===== src/source/bpuPkg.sv =====
/*
  Shared sizes and encodings for the fetch-stage branch predictor.
  Every RTL block and the testbench pull these in by wildcard import.
*/

package bpuPkg;

    // branch table geometry
    localparam int tableDepth = 256;
    localparam int indexWidth = 8;   // pc bits 9..2
    localparam int tagWidth   = 22;  // pc bits 31..10

    // return stack geometry, the pointer wraps on overflow
    localparam int stackDepth    = 8;
    localparam int stackPtrWidth = 3;

    // branch kind codes as stored in the table
    localparam int kindWidth = 3;

    localparam logic [kindWidth-1:0] kindNone   = 3'd0;  // also the swept value
    localparam logic [kindWidth-1:0] kindBranch = 3'd1;  // conditional
    localparam logic [kindWidth-1:0] kindJump   = 3'd2;
    localparam logic [kindWidth-1:0] kindCall   = 3'd3;  // pushes pc+8
    localparam logic [kindWidth-1:0] kindReturn = 3'd4;  // pops

    // 2-bit saturating counter states, bit 1 is the taken guess
    localparam logic [1:0] cntStrongNot   = 2'b00;
    localparam logic [1:0] cntWeakNot     = 2'b01;
    localparam logic [1:0] cntWeakTaken   = 2'b10;
    localparam logic [1:0] cntStrongTaken = 2'b11;

endpackage


===== src/source/trainingLogic.sv =====
/*
  Global history and counter training. Forms the lookup index as
  history XOR fetch pc bits and computes the counter value written
  back for a resolved branch.
*/
`timescale 1ns/1ps

module trainingLogic
    import bpuPkg::*;
(
    input  logic                  clk,
    input  logic                  reset,
    input  logic [31:0]           fetchPc,
    input  logic                  updValid,
    input  logic [kindWidth-1:0]  updKind,
    input  logic                  updTaken,
    input  logic                  updHit,
    input  logic [1:0]            updCount,
    output logic [indexWidth-1:0] lookupIndex,
    output logic [1:0]            trainCount
);

    logic [indexWidth-1:0] history;

    // only conditional branches shift the history
    always_ff @(posedge clk) begin
        if (reset) begin
            history <= '0;
        end else if (updValid && updKind == kindBranch) begin
            history <= {history[indexWidth-2:0], updTaken};
        end
    end

    assign lookupIndex = history ^ fetchPc[indexWidth+1:2];

    // saturating step on a hit, fresh weak state on a miss
    always_comb begin
        if (updHit) begin
            if (updTaken) begin
                if (updCount == cntStrongTaken) trainCount = cntStrongTaken;
                else                            trainCount = updCount + 2'd1;
            end else begin
                if (updCount == cntStrongNot) trainCount = cntStrongNot;
                else                          trainCount = updCount - 2'd1;
            end
        end else begin
            trainCount = updTaken ? cntWeakTaken : cntWeakNot;
        end
    end

endmodule

===== config.mk =====
export PLATFORM = sky130hd
export DESIGN_NAME = trainingLogic
export DESIGN_NICKNAME = d
export VERILOG_FILES = /design/src/source/bpuPkg.sv /design/src/source/trainingLogic.sv
export SDC_FILE = /design/constraint.sdc
export NUM_CORES = 1
export LEC_CHECK = 0
export BUFFER_PORTS_ARGS = -buffer_cell sky130_fd_sc_hd__buf_4
export CORE_MARGIN = 1.5
export CORE_UTILIZATION = 30
export DETAILED_ROUTE_END_ITERATION = 6
export PLACE_DENSITY = 0.84
export SYNTH_ARGS = -nofsm -noshare
export SYNTH_HDL_FRONTEND = slang
export SYNTH_SLANG_ARGS = --single-unit

===== constraint.sdc =====
create_clock -name clk -period 1 [get_ports clk]
set_input_delay 0 -clock clk [delete_from_list [all_inputs] [get_ports clk]]
set_output_delay 0 -clock clk [all_outputs]
set_load 0.005 [all_outputs]

==> results.toml <==
[run]
drv_cap = 0

[placement]
placed_area_um2 = 638
detailedPlace.worstSlack_ns = 0.0870
io_buffer_count = 27
hpwl_um = 663
dp.cells = 84
place_congestion = 0.586

[logic_synthesis]
synthArstFlopShare_pct = 0
synth_nets = 85
ys.flop_type = "dfxtp_1"
synth-seq-cells = 8
synth_top_area_cell = "dfxtp_1"
netlist_area_um2 = 412
synth-seq-area-share_pct = 38.9
synth_edf_count = 0
syn_area_per_cell_um2 = 9.57
synthDistinctLibCells = 11
synthDominantCellAreaShare_pct = 38.9
ys_warn_count = 0
synth_commonest_cells = "dfxtp_1, mux2i_1, nor2_1, xor2_1, o21ai_0"
synth_area_leaders = "dfxtp_1, mux2i_1, xor2_1"
synthCells = 43

[clocking]
cts-resized-gates = 0
cts_tree = "done"
clk_pin_slew_ns = 0.05
clk_latency_ns = 0.25
cts_root_buf = "clkbuf_4"
cts-htree-levels = 1
cts_made_buffers = 3
holdBufCountCts = 1
cts.sinks = 8
cts_buffer_depth = 2
post-cts-setup-buffers = 0

[power_and_ir_drop]
p_per_area_nw_per_um2 = 1040
p_total_mw = 0.697
ir_drop_uv = 683
p_leak_nw = 0.327

[critical_path]
end_kind = "primary output"
crit_family = "flip-flops"
r2r_cells = 2
arrival_ns = 0.91
crit_slowest_cell = "dfxtp_1"
worstPathRequired_ns = 1.00
cp_max_fo = 3
path_depth = 2
r2r-end = "history[1]$_SDFFE_PP0P_"
worstSetupPathType = "register to primary output"
path_cells = "xor2_1 -> buf_4"
r2r_slack_ns = 0.32
max_stage_delay_ns = 0.38
r2r-start = "history[0]$_SDFFE_PP0P_"
crit_path_start_kind = "register"
path_buf_inv = 1

[floorplan]
die-area_um2 = 1600
die_x_um = 40.0
start_util_pct = 32.0
ios = 52
die_y_um = 40.0
num_rows = 13
core_um2 = 1280

[timing]
slew_headroom_pct = 89.2
fin_crit_ns = 0.911
fmax_mhz = 1100
worst_slew_pin_slew_ns = 0.157
fin_crit_sh_pct = 91.1
rsz0062_at_grt = "no"
fin_ws_ns = 0.0888
hold_viol = 0
hold-worst-slack_ns = 0.0226
finalSetupTns_ns = 0
slew_violations = 0
setup_violations = 0
worst_clock_skew_ns = 0.00148

[global_route]
grt_util_all_layers_pct = 11.3
overflow = 0
grt_max_degree = 9
grt_pass1_vias = 271
grt_pass1_wl_um = 1150
antenna_found_initial = 0

[cells_and_area]
largest_reg_flops = 8
drive_above_1_share_pct = 43.8
finalNonFillerCells = 88
nets = 117
fin_util_pct = 52.2
num_antenna_cells = 0
reg_top3 = "history (8)"
syn2layout_area_growth_pct = 62.9
fillers = 129
regMostFlops = "history"
design_area_um2 = 671

[detailed_routing]
route.detailed.wl_per_inst_um = 9.59
wl_um = 844
vias_per_cell = 4.53
firstDrtPassIters = 4
antenna_left = 0
drc = 0
drt_iter0_drc = 8
vias = 399

[worst_hold_path]
min_path_type = "primary input to register"
hp-start = "updTaken"
hold_depth = 3
hold_path_end = "history[0]$_SDFFE_PP0P_"

[outcome]
status = "finished, final reports clean"
worst max path at each step:
stage	start	endpoint	slack, ns
floorplan	updKind[2]	history[0]$_SDFFE_PP0P_	0.26
global placement	updKind[2]	history[0]$_SDFFE_PP0P_	0.10
detailed placement	updKind[2]	history[1]$_SDFFE_PP0P_	0.09
CTS	history[1]$_SDFFE_PP0P_	lookupIndex[1]	0.08
global route	history[1]$_SDFFE_PP0P_	lookupIndex[1]	0.03
finish	history[1]$_SDFFE_PP0P_	lookupIndex[1]	0.09
cell families after synthesis:
logic type / count (synthesis) / synth area share, %
multiplexers: 9 / 22.2
XOR/XNOR: 8 / 17.0
flip-flops: 8 / 38.9
AND/OR/NAND/NOR: 9 / 10.3
buffers and inverters: 4 / 5.47
AO/OA/AOI/OAI: 5 / 6.08
worst register-to-register path: stages, from the launching register on:
cell	delay (ns)
dfxtp_1	0.33
mux2i_1	0.17
nor2_1	0.07
area by class of cell:
cell class,instances,area (um2),area share [%]
clock buffers,3,22.5,3.36
inverters,2,7.51,1.12
multi-input cells,31,229,34.1
well taps,15,18.8,2.80
repair buffers,29,233,34.7
flip-flops and latches,8,160,23.9
placed cells by master, fill, tap and decap left out:
master	Yosys	final
buf_4	0	27
xor2_1	8	8
mux2i_1	8	8
nor2_1	8	8
dfxtp_1	8	8
o21ai_0	3	3
clkbuf_4	0	3
inv_1	2	2
a21oi_1	2	2
mux2_2	1	1
and4bb_1	1	1
dlygate4sd3_1	0	1
buf_12	0	1
per-layer routing:
metal,share of wire (%),global-route usage (%),wire [um]
met1,37,12.7,314
met2,56,16.9,474
met3,6.5,6.67,55
met4,0,5.17,0
met5,0,0,0
report_power, final:
group	internal, mW	switching [mW]	total [mW]
Clock	0.137	0.0977	0.234
Sequential	0.320	0.000997	0.321
Combinational	0.0951	0.0460	0.141
Note: power is estimated with default switching activity, not from simulation.
