<file path="src/source/bpuPkg.sv">
/*
  Shared sizes and encodings for the fetch-stage branch predictor.
  Every RTL block and the testbench pull these in by wildcard import.
*/

package bpuPkg;

    // branch table geometry
    localparam int tableDepth = 256;
    localparam int indexWidth = 8;   // pc bits 9..2
    localparam int tagWidth   = 22;  // pc bits 31..10

    // return stack geometry, the pointer wraps on overflow
    localparam int stackDepth    = 8;
    localparam int stackPtrWidth = 3;

    // branch kind codes as stored in the table
    localparam int kindWidth = 3;

    localparam logic [kindWidth-1:0] kindNone   = 3'd0;  // also the swept value
    localparam logic [kindWidth-1:0] kindBranch = 3'd1;  // conditional
    localparam logic [kindWidth-1:0] kindJump   = 3'd2;
    localparam logic [kindWidth-1:0] kindCall   = 3'd3;  // pushes pc+8
    localparam logic [kindWidth-1:0] kindReturn = 3'd4;  // pops

    // 2-bit saturating counter states, bit 1 is the taken guess
    localparam logic [1:0] cntStrongNot   = 2'b00;
    localparam logic [1:0] cntWeakNot     = 2'b01;
    localparam logic [1:0] cntWeakTaken   = 2'b10;
    localparam logic [1:0] cntStrongTaken = 2'b11;

endpackage

</file>
<file path="src/source/bhtInit.sv">
/*
  Owns the branch table write port. After reset it sweeps every entry
  to zero with ready held low, then forwards resolved branch updates
  together with the trained counter value.
*/
`timescale 1ns/1ps

module bhtInit
    import bpuPkg::*;
(
    input  logic                  clk,
    input  logic                  reset,
    input  logic                  updValid,
    input  logic [indexWidth-1:0] updIndex,
    input  logic [31:0]           updPc,
    input  logic [31:0]           updTarget,
    input  logic [kindWidth-1:0]  updKind,
    input  logic [1:0]            trainCount,
    output logic                  wrEn,
    output logic [indexWidth-1:0] wrIndex,
    output logic [tagWidth-1:0]   wrTag,
    output logic [31:0]           wrTarget,
    output logic [kindWidth-1:0]  wrKind,
    output logic [1:0]            wrCount,
    output logic                  ready
);

    logic                  running;   // 0 = sweep, 1 = run
    logic [indexWidth-1:0] sweepIdx;

    // sweep one entry per cycle, leave for run after the last one
    always_ff @(posedge clk) begin
        if (reset) begin
            running  <= 1'b0;
            sweepIdx <= '0;
        end else if (!running) begin
            sweepIdx <= sweepIdx + 1'b1;
            if (sweepIdx == indexWidth'(tableDepth - 1)) begin
                running <= 1'b1;
            end
        end
    end

    // write port mux, updates dropped while sweeping
    assign wrEn     = running ? updValid : 1'b1;
    assign wrIndex  = running ? updIndex : sweepIdx;
    assign wrTag    = running ? updPc[31:indexWidth+2] : '0;
    assign wrTarget = running ? updTarget : '0;
    assign wrKind   = running ? updKind : kindNone;
    assign wrCount  = running ? trainCount : cntStrongNot;

    assign ready = running;

endmodule

</file>
<file path="config.mk">
export PLATFORM = sky130hd
export DESIGN_NAME = bhtInit
export DESIGN_NICKNAME = d
export VERILOG_FILES = /design/src/source/bpuPkg.sv /design/src/source/bhtInit.sv
export SDC_FILE = /design/constraint.sdc
export NUM_CORES = 1
export LEC_CHECK = 0
export BUFFER_PORTS_ARGS = -buffer_cell sky130_fd_sc_hd__buf_2
export CAP_MARGIN = 20
export CORE_AREA = 2 2 58 60
export DETAILED_ROUTE_END_ITERATION = 8
export DIE_AREA = 0 0 60 62
export GPL_ROUTABILITY_DRIVEN = 1
export PLACE_DENSITY = 0.84
export SYNTH_ARGS = -nofsm -noshare
export SYNTH_HDL_FRONTEND = slang
export SYNTH_SLANG_ARGS = --single-unit
</file>
<file path="constraint.sdc">
create_clock -name clk -period 3.2 [get_ports clk]
set_input_delay 0.32 -clock clk [delete_from_list [all_inputs] [get_ports clk]]
set_output_delay 0.32 -clock clk [all_outputs]
set_load 0.02 [all_outputs]
</file>
==> flow_summary_export.csv <==
group,metric,value,unit
placed_design,placed_area,1600,um2
setup_path,cp.arrival,1.80,ns
yosys,yosysWarningCount,0,
pwr,total_power,0.264,mW
layout,post-route-util,0.512,
yosys,synth-seq-cells,9,
yosys,synth_xor_area_frac,0.0395,
floorplan,rows,21,
yosys,synth_top_family_by_area,"simple AND/OR/NAND/NOR gates",
routing,drt-initial-drc-count,26,
yosys,synthAdderAreaFrac,0.0141,
global_routing,grt_pass1_vias,851,
yosys,synth.net_count,197,
yosys,syn_avg_cell_area,7.65,um2
cts,path_clk_slew,0.06,ns
setup_path,worstPathMaxFanout,76,
setup_path,endpoint_kind,"output pin",
routing,vias,1211,
setup_path,cp_data_required_time,2.88,ns
sta,fmaxAchievable,471,MHz
floorplan,start_util,0.279,
routing,drt_first_pass_iters,4,
yosys,postSynthCellCount,116,
setup_path,start_kind,"flop",
layout,fin_nets,331,
setup_path,reg2reg_depth,3,
setup_path,r2r_start,"ready",
cts,post_cts_buffers,0,
setup_path,critical-path-top-delay-family,"flip-flops",
floorplan,die_w,60,um
setup_path,reg2reg_setup_slack,1.61,ns
setup_path,reg2reg_to,"sweepIdx[3]",
yosys,ys_seq_area_frac,0.203,
placed_design,dp_hpwl,2380,um
global_routing,overflow,0,
yosys,synth_simple_gate_area_frac,0.544,
cts,cts_max_path_buffers,2,
routing,viasPerCell,4.11,
routing,drc_errors,0,
layout,multi_input_area,671,um2
layout,ff_latch_area,181,um2
routing,detail_route.wirelength,2870,um
global_routing,grt_max_degree,77,
setup_path,cp_slowest_cell,"dfxtp_2",
sta,slew_viol_final,0,
yosys,synth_area,887,um2
cts,cts_made_buffers,3,
yosys,synth_cell_types,23,
sta,rsz0062_at_grt,"no",
floorplan,ios,149,
min_path,hp-class,"in -> reg",
global_routing,grt_pass1_wl,3550,um
sta,clock_skew,0.00389,ns
setup_path,critPathKind,"reg -> out",
setup_path,cp.depth,2,
cts,clock-sinks,9,
pwr,ir_drop,0.223,mV
setup_path,startpoint,"ready",
cts,ctsResizeCount,0,
layout,diodes,0,
placed_design,globalplace.congestion,0.756,
floorplan,die_y,62,um
placed_design,port_buffers,138,
cts,htreeDepth,1,
cts,hold_buffers,0,
yosys,synth_compound_area_frac,0.0451,
sta,max_slew.worst_pin.slew,0.948,ns
global_routing,grt.total_usage,0.126,
yosys,synth.area.mux_share,0.113,
routing,post_drt_wl_per_cell,9.73,um
sta,setup_viol,0,
outcome,outcome,"finished, final reports clean",
cts,clock_latency,0.26,ns
pwr,p_per_area,163,nW/um2
cts,cts_root_buffer,"clkbuf_4",
sta,relSlewSlack,0.368,
cts,cts_tree,"yes",
sta,period_minus_slack,2.12,ns
sta,hold_viol,0,
setup_path,slowest_delay,0.94,ns
setup_path,cp_cell_sequence,"mux2_2 -> buf_2",
layout,nFillCells,313,
pwr,p_leak,1.05,nW
routing,ant_nets,0,
layout,final_area,1630,um2
setup_path,path_buf_inv,1,
global_routing,antenna_found_initial,0,
floorplan,fp.coreArea,3180,um2
layout,syn2layout_area_growth,83.4,%
sta,fin_tns_setup,0,ns
sta,finalCritPeriodShare,0.663,
floorplan,dieArea,3720,um2
run,max_cap_violations,0,
setup_path,endpoint,"wrIndex[7]",
layout,layout-drive-gt1-share,0.610,
cell type report:
cell class,count,share of cell area
tap,46,0.0354
clock buffer,4,0.0162
timing repair buffer,138,0.425
sequential,9,0.112
multi-input combinational,98,0.412
layout by cell type (no fill, tap or decap), drive strengths merged:
cell,count
mux2i,1
nand4,1
ha,1
nor2,6
nand3,2
dfxtp,9
clkbuf,4
or3,3
buf,138
nand3b,1
nand4b,2
xor2,3
mux2,8
and2,59
o21ba,1
o21ai,3
nor2b,1
a21oi,3
nand2,1
xnor2,1
nand2b,1
registers in the layout (all words and copies together), names as in the netlist:
name,cells
sweepIdx,8
ready,1
cells in the mapped netlist, drive strengths merged:
library cell   n  share of area
clkbuf         6          0.025
mux2           8           0.10
nand4          1         0.0071
o21ai          3          0.017
nand2          1         0.0042
or3            3          0.021
dfxtp          9           0.20
o21ba          1          0.011
ha             1          0.014
nor2           6          0.025
xnor2          1         0.0099
and2          59           0.42
buf            3          0.016
xor2           3          0.030
nand3          2          0.011
mux2i          1          0.011
a21oi          3          0.017
nand2b         1         0.0071
nand3b         1         0.0085
nand4b         2          0.037
nor2b          1         0.0071
kinds of logic (layout without fill, tap and decap cells):
logic type,count (synthesis),after routing
and+or+nand+nor,77,77
AOI/OAI and AO/OA,7,7
muxes,9,9
DFF,9,9
buffers and inverters,9,142
xor gates and xnor gates,4,4
adders and majority gates,1,1
routing by layer:
layer	GRT usage	share of wire	vias to the layer above
li1	-	-	636
met1	0.149	0.40	501
met2	0.222	0.49	74
met3	0.0476	0.11	0
met4	0.0190	0	0
met5	0	0	-
how the worst min path moves through the flow:
stage / endpoint / from / cells past startpoint
2_1_floorplan: sweepIdx[7] / sweepIdx[7] / 2
3_3_place_gp: sweepIdx[6] / sweepIdx[6] / 2
3_5_place_dp: sweepIdx[7] / sweepIdx[7] / 2
4_1_cts: sweepIdx[7] / reset / 2
5_1_grt: sweepIdx[7] / reset / 2
6_report: sweepIdx[5] / reset / 2
power breakdown:
group	internal (mW)	switching, mW	total, mW
Clock	0.0480	0.0389	0.0869
Sequential	0.115	0.00586	0.121
Combinational	0.0373	0.0190	0.0563
Total	0.201	0.0637	0.264
through the flow:
stage,hold slack [ns],std cells,setup WS (ns)
3_3_place_gp,0.491,291,1.37
3_5_place_dp,0.505,291,1.33
2_1_floorplan,0.469,116,1.58
4_1_cts,0.329,295,1.02
6_report,0.336,295,1.08
5_1_grt,0.323,295,0.897
No activity file was read; power rests on OpenSTA's default activity.
