File: src/source/bpuPkg.sv
/*
  Shared sizes and encodings for the fetch-stage branch predictor.
  Every RTL block and the testbench pull these in by wildcard import.
*/

package bpuPkg;

    // branch table geometry
    localparam int tableDepth = 256;
    localparam int indexWidth = 8;   // pc bits 9..2
    localparam int tagWidth   = 22;  // pc bits 31..10

    // return stack geometry, the pointer wraps on overflow
    localparam int stackDepth    = 8;
    localparam int stackPtrWidth = 3;

    // branch kind codes as stored in the table
    localparam int kindWidth = 3;

    localparam logic [kindWidth-1:0] kindNone   = 3'd0;  // also the swept value
    localparam logic [kindWidth-1:0] kindBranch = 3'd1;  // conditional
    localparam logic [kindWidth-1:0] kindJump   = 3'd2;
    localparam logic [kindWidth-1:0] kindCall   = 3'd3;  // pushes pc+8
    localparam logic [kindWidth-1:0] kindReturn = 3'd4;  // pops

    // 2-bit saturating counter states, bit 1 is the taken guess
    localparam logic [1:0] cntStrongNot   = 2'b00;
    localparam logic [1:0] cntWeakNot     = 2'b01;
    localparam logic [1:0] cntWeakTaken   = 2'b10;
    localparam logic [1:0] cntStrongTaken = 2'b11;

endpackage

File: src/source/returnStack.sv
/*
  Return-address stack fed by resolved calls and returns.
  Presents the top entry to fetch, with a call resolving this cycle
  bypassed straight to the output.
*/
`timescale 1ns/1ps

module returnStack
    import bpuPkg::*;
(
    input  logic                 clk,
    input  logic                 reset,
    input  logic                 updValid,
    input  logic [kindWidth-1:0] updKind,
    input  logic [31:0]          updPc,
    output logic                 stackTopValid,
    output logic [31:0]          stackTopAddr
);

    logic [stackDepth-1:0]    entryValid;
    logic [31:0]              entryAddr [stackDepth];
    logic [stackPtrWidth-1:0] topPtr;     // next free slot
    logic [stackPtrWidth-1:0] topMinus1;  // current top
    logic                     pushNow;
    logic                     popNow;
    logic [31:0]              retAddr;

    assign pushNow   = updValid && (updKind == kindCall);
    assign popNow    = updValid && (updKind == kindReturn);
    assign retAddr   = updPc + 32'd8;  // skip the delay slot
    assign topMinus1 = topPtr - 1'b1;

    always_ff @(posedge clk) begin
        if (reset) begin
            topPtr     <= '0;
            entryValid <= '0;
        end else if (pushNow) begin
            entryValid[topPtr] <= 1'b1;
            topPtr             <= topPtr + 1'b1;  // wraps on overflow
        end else if (popNow) begin
            topPtr <= topMinus1;
        end
    end

    always_ff @(posedge clk) begin
        if (pushNow) entryAddr[topPtr] <= retAddr;
    end

    // same-cycle call wins over the stored top
    assign stackTopValid = pushNow ? 1'b1 : entryValid[topMinus1];
    assign stackTopAddr  = pushNow ? retAddr : entryAddr[topMinus1];

endmodule

File: config.mk
export PLATFORM = sky130hd
export DESIGN_NAME = returnStack
export DESIGN_NICKNAME = d
export VERILOG_FILES = /design/src/source/bpuPkg.sv /design/src/source/returnStack.sv
export SDC_FILE = /design/constraint.sdc
export NUM_CORES = 1
export LEC_CHECK = 0
export BUFFER_PORTS_ARGS = -buffer_cell sky130_fd_sc_hd__clkbuf_2
export CELL_PAD_IN_SITES_DETAIL_PLACEMENT = 0
export CELL_PAD_IN_SITES_GLOBAL_PLACEMENT = 1
export CORE_ASPECT_RATIO = 1.75
export CORE_MARGIN = 8
export CORE_UTILIZATION = 56
export DETAILED_ROUTE_END_ITERATION = 12
export PLACE_DENSITY = 0.94
export SKIP_CTS_REPAIR_TIMING = 1
export SLEW_MARGIN = 20
export SYNTH_ARGS = -nofsm -noshare
export SYNTH_HDL_FRONTEND = slang
export SYNTH_SLANG_ARGS = --single-unit
File: constraint.sdc
create_clock -name clk -period 10.2 [get_ports clk]
set_input_delay 0.51 -clock clk [delete_from_list [all_inputs] [get_ports clk]]
set_output_delay 0.51 -clock clk [all_outputs]
set_load 0.01 [all_outputs]
==> results_dict.tcl <==
set metrics [dict create \
    r2r_start "topPtr[2]$_SDFFE_PP0P_" \
    maxSlewViolCount 0 \
    core_area_sq_mm 0.01965 \
    start_kind "flop" \
    finalCriticalPeriod_ns 3.997 \
    clockPowerShare_pct 36.7 \
    cellLeakagePower_nw 4.174 \
    worst_slew_pin_slew_ns 1.144 \
    die_w_um 122.9 \
    drtIter0Drc 462 \
    port_buffers 70 \
    rsz0062_at_grt "no" \
    ys_warn_count 0 \
    max_cap_viol_count 0 \
    syn-cell-area_sq_mm 0.01120 \
    die_y_um 203.1 \
    timing.final.crit_share_pct 39.18 \
    dr_total_vias 6105 \
    clk_latency_ns 0.51 \
    timing.rr.end "entryAddr[4][21]$_DFFE_PP_" \
    areaGrowthSynthToFinish_pct 12.88 \
    synth_seq_cells 267 \
    dpl.hpwl_mm 15.36 \
    p_switching_mw 0.5022 \
    grt_overflow 0 \
    clk_pin_slew_ns 0.07 \
    clk_path_buf_depth 3 \
    switching_share_pct 22.15 \
    viasPerCell 6.393 \
    crit_type "reg -> out" \
    drtPass1Iterations 5 \
    ff2ff_setup_slack_ns 7.96 \
    synth-async-reset-ratio_pct 0 \
    ios 71 \
    antenna_found_initial 1 \
    synth_ff_type "edfxtp_1" \
    fmax_mhz 250.2 \
    setup-tns-final_ns 0 \
    post_drt_wl_per_cell_um 25.65 \
    drtAntennaViolNets 0 \
    layout_commonest_cell "edfxtp_1" \
    routabilityCongestion 0.8403 \
    track_usage_pct 19.92 \
    endpoint "stackTopAddr[24]" \
    grt_pass1_wl_mm 37.19 \
    hold_violations 0 \
    seqPwrFrac_pct 53.5 \
    relSlewSlack_pct 23.02 \
    synth_fp_nets 663 \
    cellPowerDensity_mw_per_mm2 179.3 \
    root_buffer "clkbuf_16" \
    skew_ns 0.01050 \
    yosysSeqAreaShare_pct 70.61 \
    grt_start_max_net_pins 67 \
    p_comb_share_pct 9.8 \
    drc 0 \
    h-tree-depth 1 \
    critPathLaunch "topPtr[0]$_SDFFE_PP0P_" \
    wl_mm 24.50 \
    hold_path.class "in -> reg" \
    status "complete, no violations" \
    synth_edf_count 256 \
    first_global_vias 6565 \
    cts_tree "built" \
    syn_area_per_cell_sq_um 18.01 \
    dieArea_sq_mm 0.02496 \
    arrival_ns 3.49 \
    initial_core_util_pct 56.98 \
    rr_worst_depth 3 \
    placementRows 68 \
    cp_max_fo 66 \
    power_mw 2.267 \
    critPathRequiredTime_ns 9.69 \
    worstSetupEndpointType "primary output" \
    p_int_mw 1.765 \
    cts.sink_count 267 \
    drive_above_1_share_pct 29.34 \
    netlist_instances 622 \
    n_fill_cell 1278 \
    setup_viol 0 \
    numCtsBuffers 23 \
    netlist-cell-type-count 47 \
    irDropWorstVdd_mv 0.1462 \
    layout_common_cells "256 x edfxtp_1, 70 x clkbuf_2, 66 x mux4_2, 38 x nand2_1, 23 x clkbuf_16" \
    nets 735 \
]
## per-layer routing
metal,share of wire [%],vias to the layer above,global-route usage [%]
met5,0,-,0
met2,54,272,35.93
met1,35,3088,22.65
li1,-,2682,-
met4,3.9,0,8.972
met3,6.4,63,2.643
## sequential cells by signal, indices dropped and copies added, names as in the netlist
register    count
entryValid      8
entryAddr     256
topPtr          3
## critical path, stage by stage (launching register included)
cell	delay [ns]
dfxtp_4	0.59
inv_1	0.14
ha_2	0.36
buf_4	0.71
mux4_2	0.41
nor2b_1	0.15
a211oi_1	0.29
a31oi_1	0.10
clkbuf_2	0.17
## synthesized netlist by cell type, drive strengths merged (10+ instances only)
| cell type | count | area share [%] |
|---|---|---|
| a211oi | 12 | 0.80 |
| a31oi | 13 | 0.73 |
| buf | 17 | 0.75 |
| clkbuf | 18 | 0.60 |
| dfxtp | 11 | 2.0 |
| edfxtp | 256 | 69 |
| mux2i | 22 | 2.0 |
| mux4 | 66 | 13 |
| nand2 | 38 | 1.3 |
| nand3 | 10 | 0.54 |
| nor2 | 19 | 0.64 |
| nor2b | 12 | 0.67 |
| o21ai | 19 | 0.85 |
| xnor2 | 10 | 0.78 |
## through the flow
step                      setup WS (ns)  cell area, sq um  std cells  hold WS (ns)  utilization [%]
after floorplan                   5.537             11200        622        0.4348                -
after global routing              6.011             12640        955        0.3055            64.32
final                             6.203             12640        955        0.2952            64.32
after global placement            6.769             11850        911        0.4491            60.28
after detailed placement          6.698             11930        914        0.4711            60.70
after CTS                         6.160             12640        954        0.2829            64.31
## area by class of cell
| type | count | area, sq um | area share [%] |
|---|---|---|---|
| Antenna cell | 1 | 2.502 | 0.01979 |
| Timing Repair Buffer | 82 | 500.5 | 3.959 |
| Inverter | 7 | 26.28 | 0.2078 |
| Tap cell | 245 | 306.5 | 2.425 |
| Clock inverter | 9 | 73.82 | 0.5839 |
| Sequential cell | 267 | 7911 | 62.58 |
| Multi-Input combinational cell | 313 | 3186 | 25.20 |
| Clock buffer | 31 | 635.6 | 5.028 |
## cell families (layout without fill, tap and decap cells)
group,Yosys count,in the layout,share of synthesized area (%)
flip-flops,267,267,70.61
buffers and inverters,42,129,1.586
other,0,1,0
AO/OA/AOI/OAI,71,71,4.379
adder cells (fa/ha/maj),3,3,0.3352
multiplexers,88,88,15.24
XOR/XNOR,14,14,1.095
AND/OR/NAND/NOR,137,137,6.759
## power groups by stage
stage	clock (mW)	combinational, mW	sequential (mW)
final	0.832	0.222	1.21
after detailed placement	0	0.222	1.24
after global routing	0.880	0.239	1.21
after floorplan	0	0.149	1.23
after global placement	0	0.216	1.24
after CTS	0.842	0.224	1.21
## worst min-delay path by stage
| stage | to | cells after the start | start |
|---|---|---|---|
| after detailed placement | entryValid[3]$_SDFFE_PP0P_ | 1 | entryValid[3]$_SDFFE_PP0P_ |
| after CTS | entryAddr[0][1]$_DFFE_PP_ | 1 | updPc[1] |
| after global routing | entryAddr[3][1]$_DFFE_PP_ | 1 | updPc[1] |
| final | entryAddr[6][0]$_DFFE_PP_ | 1 | updPc[0] |
| after floorplan | entryValid[1]$_SDFFE_PP0P_ | 2 | entryValid[1]$_SDFFE_PP0P_ |
| after global placement | entryValid[2]$_SDFFE_PP0P_ | 2 | entryValid[2]$_SDFFE_PP0P_ |
(Power assumes the default switching activity.)
