### src/source/bpuPkg.sv
/*
  Shared sizes and encodings for the fetch-stage branch predictor.
  Every RTL block and the testbench pull these in by wildcard import.
*/

package bpuPkg;

    // branch table geometry
    localparam int tableDepth = 256;
    localparam int indexWidth = 8;   // pc bits 9..2
    localparam int tagWidth   = 22;  // pc bits 31..10

    // return stack geometry, the pointer wraps on overflow
    localparam int stackDepth    = 8;
    localparam int stackPtrWidth = 3;

    // branch kind codes as stored in the table
    localparam int kindWidth = 3;

    localparam logic [kindWidth-1:0] kindNone   = 3'd0;  // also the swept value
    localparam logic [kindWidth-1:0] kindBranch = 3'd1;  // conditional
    localparam logic [kindWidth-1:0] kindJump   = 3'd2;
    localparam logic [kindWidth-1:0] kindCall   = 3'd3;  // pushes pc+8
    localparam logic [kindWidth-1:0] kindReturn = 3'd4;  // pops

    // 2-bit saturating counter states, bit 1 is the taken guess
    localparam logic [1:0] cntStrongNot   = 2'b00;
    localparam logic [1:0] cntWeakNot     = 2'b01;
    localparam logic [1:0] cntWeakTaken   = 2'b10;
    localparam logic [1:0] cntStrongTaken = 2'b11;

endpackage

### src/source/predictStage.sv
/*
  Prediction register. Captures the table read, pc tag, pc+8 and the
  stack top when fetch advances, then resolves hit, target and taken
  from the captured lookup. Holds on stall, clears on flush.
*/
`timescale 1ns/1ps

module predictStage
    import bpuPkg::*;
(
    input  logic                  clk,
    input  logic                  reset,
    input  logic                  fetchWr,
    input  logic                  fetchFlush,
    input  logic [31:0]           fetchPc,
    input  logic                  decodeIsBranch,
    input  logic                  ready,
    input  logic [indexWidth-1:0] lookupIndex,
    input  logic [tagWidth-1:0]   rdTag,
    input  logic [31:0]           rdTarget,
    input  logic [kindWidth-1:0]  rdKind,
    input  logic [1:0]            rdCount,
    input  logic                  stackTopValid,
    input  logic [31:0]           stackTopAddr,
    output logic [31:0]           predTarget,
    output logic                  predTaken,
    output logic [kindWidth-1:0]  predKind,
    output logic                  predHit,
    output logic [1:0]            predCount,
    output logic [indexWidth-1:0] predIndex,
    output logic                  predValid
);

    logic                  regValid;
    logic [tagWidth-1:0]   regTag;
    logic [tagWidth-1:0]   regPcTag;
    logic [31:0]           regTarget;
    logic [kindWidth-1:0]  regKind;
    logic [1:0]            regCount;
    logic [indexWidth-1:0] regIndex;
    logic [31:0]           regPcPlus8;
    logic                  regStackValid;
    logic [31:0]           regStackAddr;

    // flush empties the whole stage so outputs stay defined
    always_ff @(posedge clk) begin
        if (reset || fetchFlush) begin
            regValid      <= 1'b0;
            regTag        <= '0;
            regPcTag      <= '0;
            regTarget     <= '0;
            regKind       <= kindNone;
            regCount      <= cntStrongNot;
            regIndex      <= '0;
            regPcPlus8    <= '0;
            regStackValid <= 1'b0;
            regStackAddr  <= '0;
        end else if (fetchWr) begin
            regValid      <= 1'b1;
            regTag        <= rdTag;
            regPcTag      <= fetchPc[31:indexWidth+2];
            regTarget     <= rdTarget;
            regKind       <= rdKind;
            regCount      <= rdCount;
            regIndex      <= lookupIndex;
            regPcPlus8    <= fetchPc + 32'd8;
            regStackValid <= stackTopValid;
            regStackAddr  <= stackTopAddr;
        end
    end

    assign predHit = (regTag == regPcTag);

    always_comb begin
        predTarget = regPcPlus8;  // fall-through unless the kind says otherwise
        predTaken  = 1'b0;
        if (predHit) begin
            case (regKind)
                kindJump, kindCall: begin
                    predTarget = regTarget;
                    predTaken  = 1'b1;
                end
                kindReturn: begin
                    predTarget = regStackValid ? regStackAddr : regPcPlus8;
                    predTaken  = 1'b1;
                end
                kindBranch: begin
                    predTarget = regCount[1] ? regTarget : regPcPlus8;
                    predTaken  = regCount[1];
                end
                default: ;
            endcase
        end
    end

    assign predKind  = predHit ? regKind : kindNone;
    assign predCount = regCount;
    assign predIndex = regIndex;
    assign predValid = regValid && !decodeIsBranch && ready;  // branch in decode masks

endmodule

### config.mk
export PLATFORM = sky130hd
export DESIGN_NAME = predictStage
export DESIGN_NICKNAME = d
export VERILOG_FILES = /design/src/source/bpuPkg.sv /design/src/source/predictStage.sv
export SDC_FILE = /design/constraint.sdc
export NUM_CORES = 1
export LEC_CHECK = 0
export BUFFER_PORTS_ARGS = -buffer_cell sky130_fd_sc_hd__buf_2
export CAP_MARGIN = 20
export CELL_PAD_IN_SITES_DETAIL_PLACEMENT = 0
export CELL_PAD_IN_SITES_GLOBAL_PLACEMENT = 1
export CORE_MARGIN = 5
export CORE_UTILIZATION = 40
export DETAILED_ROUTE_END_ITERATION = 8
export GPL_TIMING_DRIVEN = 0
export PLACE_DENSITY = 0.89
export RECOVER_POWER = 25
export SYNTH_ARGS = -nofsm -noshare
export SYNTH_HDL_FRONTEND = slang
export SYNTH_SLANG_ARGS = --single-unit
export TNS_END_PERCENT = 1
### constraint.sdc
create_clock -name clk -period 2 [get_ports clk]
set_clock_uncertainty 0.1 [all_clocks]
set_input_delay 0.1 -clock clk [delete_from_list [all_inputs] [get_ports clk]]
set_output_delay 0.1 -clock clk [all_outputs]
set_load 0.01 [all_outputs]
==> flow_summary.ini, run 1 <==
[sta]
fin_tns_setup_ns = -20.74
relSlewSlack = 0.422
finalSetupViolations = 37
tightest_slew_ns = 0.867
min_period_ns = 2.64
rsz0062_at_grt = yes
maxSlewViolCount = 0
fmax_mhz = 379
setup_ws_ns = -0.638
timing.final.crit_share = 1.32
hold_viol_final = 0

[global_routing]
grt_pass1_vias = 6884
grt_overflow = 0
antenna_found_initial = 0
grt_max_degree = 17
grtUsageTotal = 0.228
grt_pass1_wl_mm = 36.2

[pwr]
cellLeakagePower_nw = 4.51
seqPwrFrac = 0.438
power_mw = 7.48
internal_power_mw = 5.51
p_sw_frac = 0.263
p_clk_frac = 0.421
combPwrFrac = 0.141
vdd_drop_max_uv = 590
p_per_area_mw_per_mm2 = 723
p_sw_mw = 1.97

[worst_setup_path]
critPathMaxStageDelay_ns = 0.45
critPathKind = reg2out
crit_top_cell = buf_12
critPathRequiredTime_ns = 1.80
arrival_ns = 2.44
cp_slowest_cell = or3_4
crit_chain = xnor2_2 > nand4_1 > or3_4 > nor3_4 > buf_12 > buf_12 > mux2i_2 > buf_2
end_kind = output pin
start_kind = register
worst-path-max-fanout = 10

[detailed_routing]
vias = 6774
drc = 0
wire_per_inst_um = 17.9
routed_via_density = 5.15
routed_wl_mm = 23.5
antenna_left = 0
first_pass_iters = 5
drt-initial-drc-count = 590

[yosys]
synthAdderAreaFrac = 0.00177
synthMuxAreaShare = 0.227
ys_types = 39
syn-instance-count = 739
synth_edf_count = 0
ys_async_sr_fraction = 0
yosysSeqAreaShare = 0.439
synthFlopType = dfxtp_1
syn_area_per_cell_um2 = 9.56
yosys_warnings = 0
yosys.area_share.simple = 0.137
syn-cell-area_mm2 = 0.00707
synth-xor-area-share = 0.0595
synth_top_family_by_area = multiplexers
synth_compound_area_frac = 0.0843
synth_nets = 878
ys_ff_latch = 155

[clocking]
clock_latency_ns = 0.42
clockRootBuffer = clkbuf_16
clock_path_buffers = 2
htreeDepth = 4
cts_tree = done
path_clk_slew_ns = 0.07
cts_made_buffers = 17
cts_sinks = 155

[placement]
dp_hpwl_mm = 16.0
place_congestion = 0.864
portBuffers = 184
dp_slack_ns = -0.586
dpl.cell_count = 1148

[die]
core_mm2 = 0.0173
start_util = 0.408
chipWidth_um = 143
die_y_um = 143
die_area_mm2 = 0.0204
io_pins = 186
rows = 48

[run_status]
violations = setup timing
status = finished, violations left

[layout]
drive_gt1_frac = 0.231
antenna_cells = 0
most-common-layout-cells = buf_2 (171), mux2i_1 (152), dfxtp_1 (149)
final_common_cell = buf_2
layout.cells.non_filler = 1315
nNetsFinal = 1216
area_growth_pct = 46.6

[worst_hold_path]
holdCritPathClass = in2reg

[flow_run]
drv_cap = 0
## sequential cells by signal (all words and copies together) (netlist names)
register	flops
predIndex	8
regStackValid	1
regPcPlus8	32
regTarget	32
regPcTag	22
regStackAddr	32
regValid	1
regKind	3
regTag	22
predCount	2
## stage by stage
step | cell area [um^2] | util | hold slack (ns)
6_report | 10400 | 0.599 | 0.0261
3_3_place_gp | 8270 | 0.478 | 0.230
3_5_place_dp | 8270 | 0.478 | 0.240
2_1_floorplan | 7070 | - | 0.0934
5_1_grt | 10400 | 0.599 | 0.0227
4_1_cts | 10300 | 0.595 | 0.00140
## cells in the mapped netlist, types with 2 or more instances
cell      count  area share
inv_1        34       0.018
a211oi_1      9      0.0096
nand2_1       8      0.0043
a21oi_1      21       0.015
xnor2_1      15       0.019
buf_8         2      0.0043
nand3_1      13      0.0092
and3_1        4      0.0035
o21ai_1       5      0.0035
nand4_1      10      0.0089
and2_1        4      0.0035
o21ai_0      14      0.0099
nor2_1      149       0.079
mux2i_1     159        0.23
nor4_1        7      0.0062
clkbuf_1     40       0.021
nor4_2        2      0.0035
xor2_1       33       0.041
a222oi_1     32       0.045
dfxtp_1     155        0.44
buf_4         3      0.0032
buf_6         2      0.0032
buf_1         2      0.0011
## cell type report
| type | instances | area [um^2] |
|---|---|---|
| Buffer | 50 | 267 |
| Clock buffer | 19 | 443 |
| Clock inverter | 13 | 131 |
| Fill cell | 1454 | 6940 |
| Inverter | 34 | 128 |
| Multi-Input combinational cell | 500 | 3700 |
| Sequential cell | 155 | 3110 |
| Tap cell | 225 | 282 |
| Timing Repair Buffer | 319 | 2300 |
## worst max-delay path: cells and delay by family, from the launching register on
family / cells / cell delay, ns
AND/OR/NAND/NOR: 3 / 0.81
multiplexers: 1 / 0.22
flip-flops: 1 / 0.33
buffers and inverters: 3 / 0.48
XOR/XNOR: 1 / 0.15
## worst paths after layout
kind	from	to	slack (ns)	depth (start not counted)
max	regPcTag[15]	predTarget[18]	-0.64	8
min	fetchFlush	regPcPlus8[18]	0.03	4
max reg2reg	regPcPlus8[30]	regPcPlus8[30]	1.03	3
min reg2reg	regValid	regValid	0.38	2
## repair_timing
| item | CTS | global route |
|---|---|---|
| endpoints found under the setup margin | 37 | 47 |
| gates resized for setup | 23 | 28 |
| hold buffers | 132 | 0 |
| pin swaps | 4 | 4 |
| setup buffers | 2 | 0 |
| gates cloned | 1 | 0 |
| endpoints found under the hold margin | 152 | 0 |
## power by group through the flow
stage	Sequential, mW	Combinational [mW]	Clock, mW
after floorplan	3.32	0.473	0
after global placement	3.34	0.799	0
after detailed placement	3.34	0.807	0
after CTS	3.27	1.04	3.19
after global routing	3.29	1.14	3.31
final	3.28	1.06	3.15
## logic make-up (layout without fill, tap and decap cells)
logic type      after synthesis  count (layout)
simple gates                209             209
mux                         160             160
flops                       155             155
buf+inv                      84             435
compound gates               82              82
xor+xnor                     48              48
fa+ha+maj                     1               1
## routing by layer
metal	vias up	track usage	part of all wire
li1	3264	-	-
met1	3196	0.293	0.43
met2	267	0.377	0.48
met3	47	0.0502	0.064
met4	0	0.0830	0.028
met5	-	0	0
No activity file was read; power rests on OpenSTA's default activity.
==> inputs of run 2 (changes only) <==
Settings changed: PLACE_DENSITY 0.89 to not set, PLACE_DENSITY_LB_ADDON set to 0.2.
==> run 2 against run 1 <==
  * The run still ends with setup timing left
  * Clock power increased by 6.3%
  * First-iteration DRC count decreased by 27%
  * Non-clock buffer count increased by 1
  * Sequential cell count unchanged
  * Register-to-register slack about the same
  * Clock-buffer cell count unchanged
  * Worst hold slack improved by 0.0093 ns
==> flow_summary.ini, run 2 (synthesized netlist as in run 1, its figures left out) <==
[die]
start_util = 0.408
die_area_mm2 = 0.0204
rows = 48
die_y_um = 143
chipWidth_um = 143
io_pins = 186
core_mm2 = 0.0173

[sta]
hold_viol_final = 0
min_period_ns = 2.64
fmax_mhz = 379
maxSlewViolCount = 0
relSlewSlack = 0.419
finalSetupViolations = 38
setup_ws_ns = -0.640
rsz0062_at_grt = yes
whs_ns = 0.0354
fin_tns_setup_ns = -20.55
timing.final.crit_share = 1.32
tightest_slew_ns = 0.872

[clocking]
cts_made_buffers = 17
clockRootBuffer = clkbuf_16
cts_tree = done
cts_sinks = 155
path_clk_slew_ns = 0.06
clock_latency_ns = 0.42
clock_path_buffers = 2
htreeDepth = 4

[placement]
place_congestion = 0.814
dpl.cell_count = 1148
dp_slack_ns = -0.721
portBuffers = 184
dp_hpwl_mm = 16.2
postPlaceCellArea_mm2 = 0.00827

[layout]
final_common_cell = buf_2
drive_gt1_frac = 0.231
area_growth_pct = 47.2
stdcell_area_mm2 = 0.0104
antenna_cells = 0
n_fill_cell = 1589
nNetsFinal = 1217
fin_util = 0.601
layout.cells.non_filler = 1312
most-common-layout-cells = buf_2 (168), dfxtp_1 (150), nor2_1 (148), mux2i_1 (148), dlygate4sd3_1 (134)
reg.largest.list = regPcPlus8: 32 flops, regStackAddr: 32 flops, regTarget: 32 flops

[detailed_routing]
wire_per_inst_um = 17.8
vias = 6557
routed_via_density = 5.00
first_pass_iters = 7
antenna_left = 0
routed_wl_mm = 23.4
drc = 0
drt-initial-drc-count = 429

[pwr]
p_per_area_mw_per_mm2 = 739
cellLeakagePower_nw = 4.54
vdd_drop_max_uv = 590
power_mw = 7.68

[global_routing]
grt_pass1_wl_mm = 35.8
grt_overflow = 0
grtUsageTotal = 0.226
grt_max_degree = 17
antenna_found_initial = 0
grt_pass1_vias = 6701

[run_status]
violations = setup timing
status = finished, violations left

[worst_setup_path]
crit_chain = xnor2_1 > nand4_1 > or3_4 > nor3_4 > buf_12 > buf_12 > mux2i_2 > buf_2
reg2reg_slack_ns = 1.04
start_kind = register
critPathRequiredTime_ns = 1.80
end_kind = output pin
arrival_ns = 2.44
critPathKind = reg2out
worst-path-max-fanout = 10
critPathMaxStageDelay_ns = 0.44
cp_slowest_cell = or3_4
crit_top_cell = buf_12

[flow_run]
drv_cap = 0

[worst_hold_path]
holdCritPathClass = in2reg
==> run 2: layout make-up <==
class / instances / area (um^2) / share of cell area
Sequential cell: 155 / 3110 / 0.299
Tap cell: 225 / 282 / 0.0271
Clock buffer: 19 / 453 / 0.0435
Buffer: 50 / 273 / 0.0262
Inverter: 34 / 128 / 0.0123
Multi-Input combinational cell: 500 / 3720 / 0.358
Timing Repair Buffer: 320 / 2280 / 0.220
Clock inverter: 9 / 148 / 0.0142
==> run 2: report_power, final <==
part	internal, mW	leakage [nW]	total [mW]	switching [mW]
logic	0.545	2.98	1.06	0.515
clock network	2.12	0.296	3.35	1.23
registers	3.20	1.27	3.28	0.0789
==> run 2: metal layers <==
layer,global-route usage,share of wire,up-vias
met3,0.0509,0.056,25
met2,0.379,0.48,189
met1,0.295,0.45,3069
met4,0.0595,0.014,0
met5,0,0,-
li1,-,-,3274
==> run 2: timing repair <==
action,4_1_cts,5_1_grt
resized for setup,28,27
endpoints found under the hold margin,153,0
hold buffers,134,0
endpoints found under the setup margin,37,71
setup buffers,2,0
pin swaps,3,7
==> run 2: worst paths after layout <==
kind                                        from  cells past startpoint                to
worst max-delay path                 regPcTag[7]                      8     predTarget[3]
worst min-delay path                 fetchPc[15]                      4    regPcPlus8[16]
worst max register to register    regPcPlus8[30]                      3    regPcPlus8[30]
worst min register to register  regStackAddr[25]                      2  regStackAddr[25]
==> run 2: critical path: cells and delay by family, from the launching register on <==
family | cells | cell delay, ns
simple gates | 3 | 0.81
mux | 1 | 0.24
flops | 1 | 0.34
xor+xnor | 1 | 0.14
buf+inv | 3 | 0.48
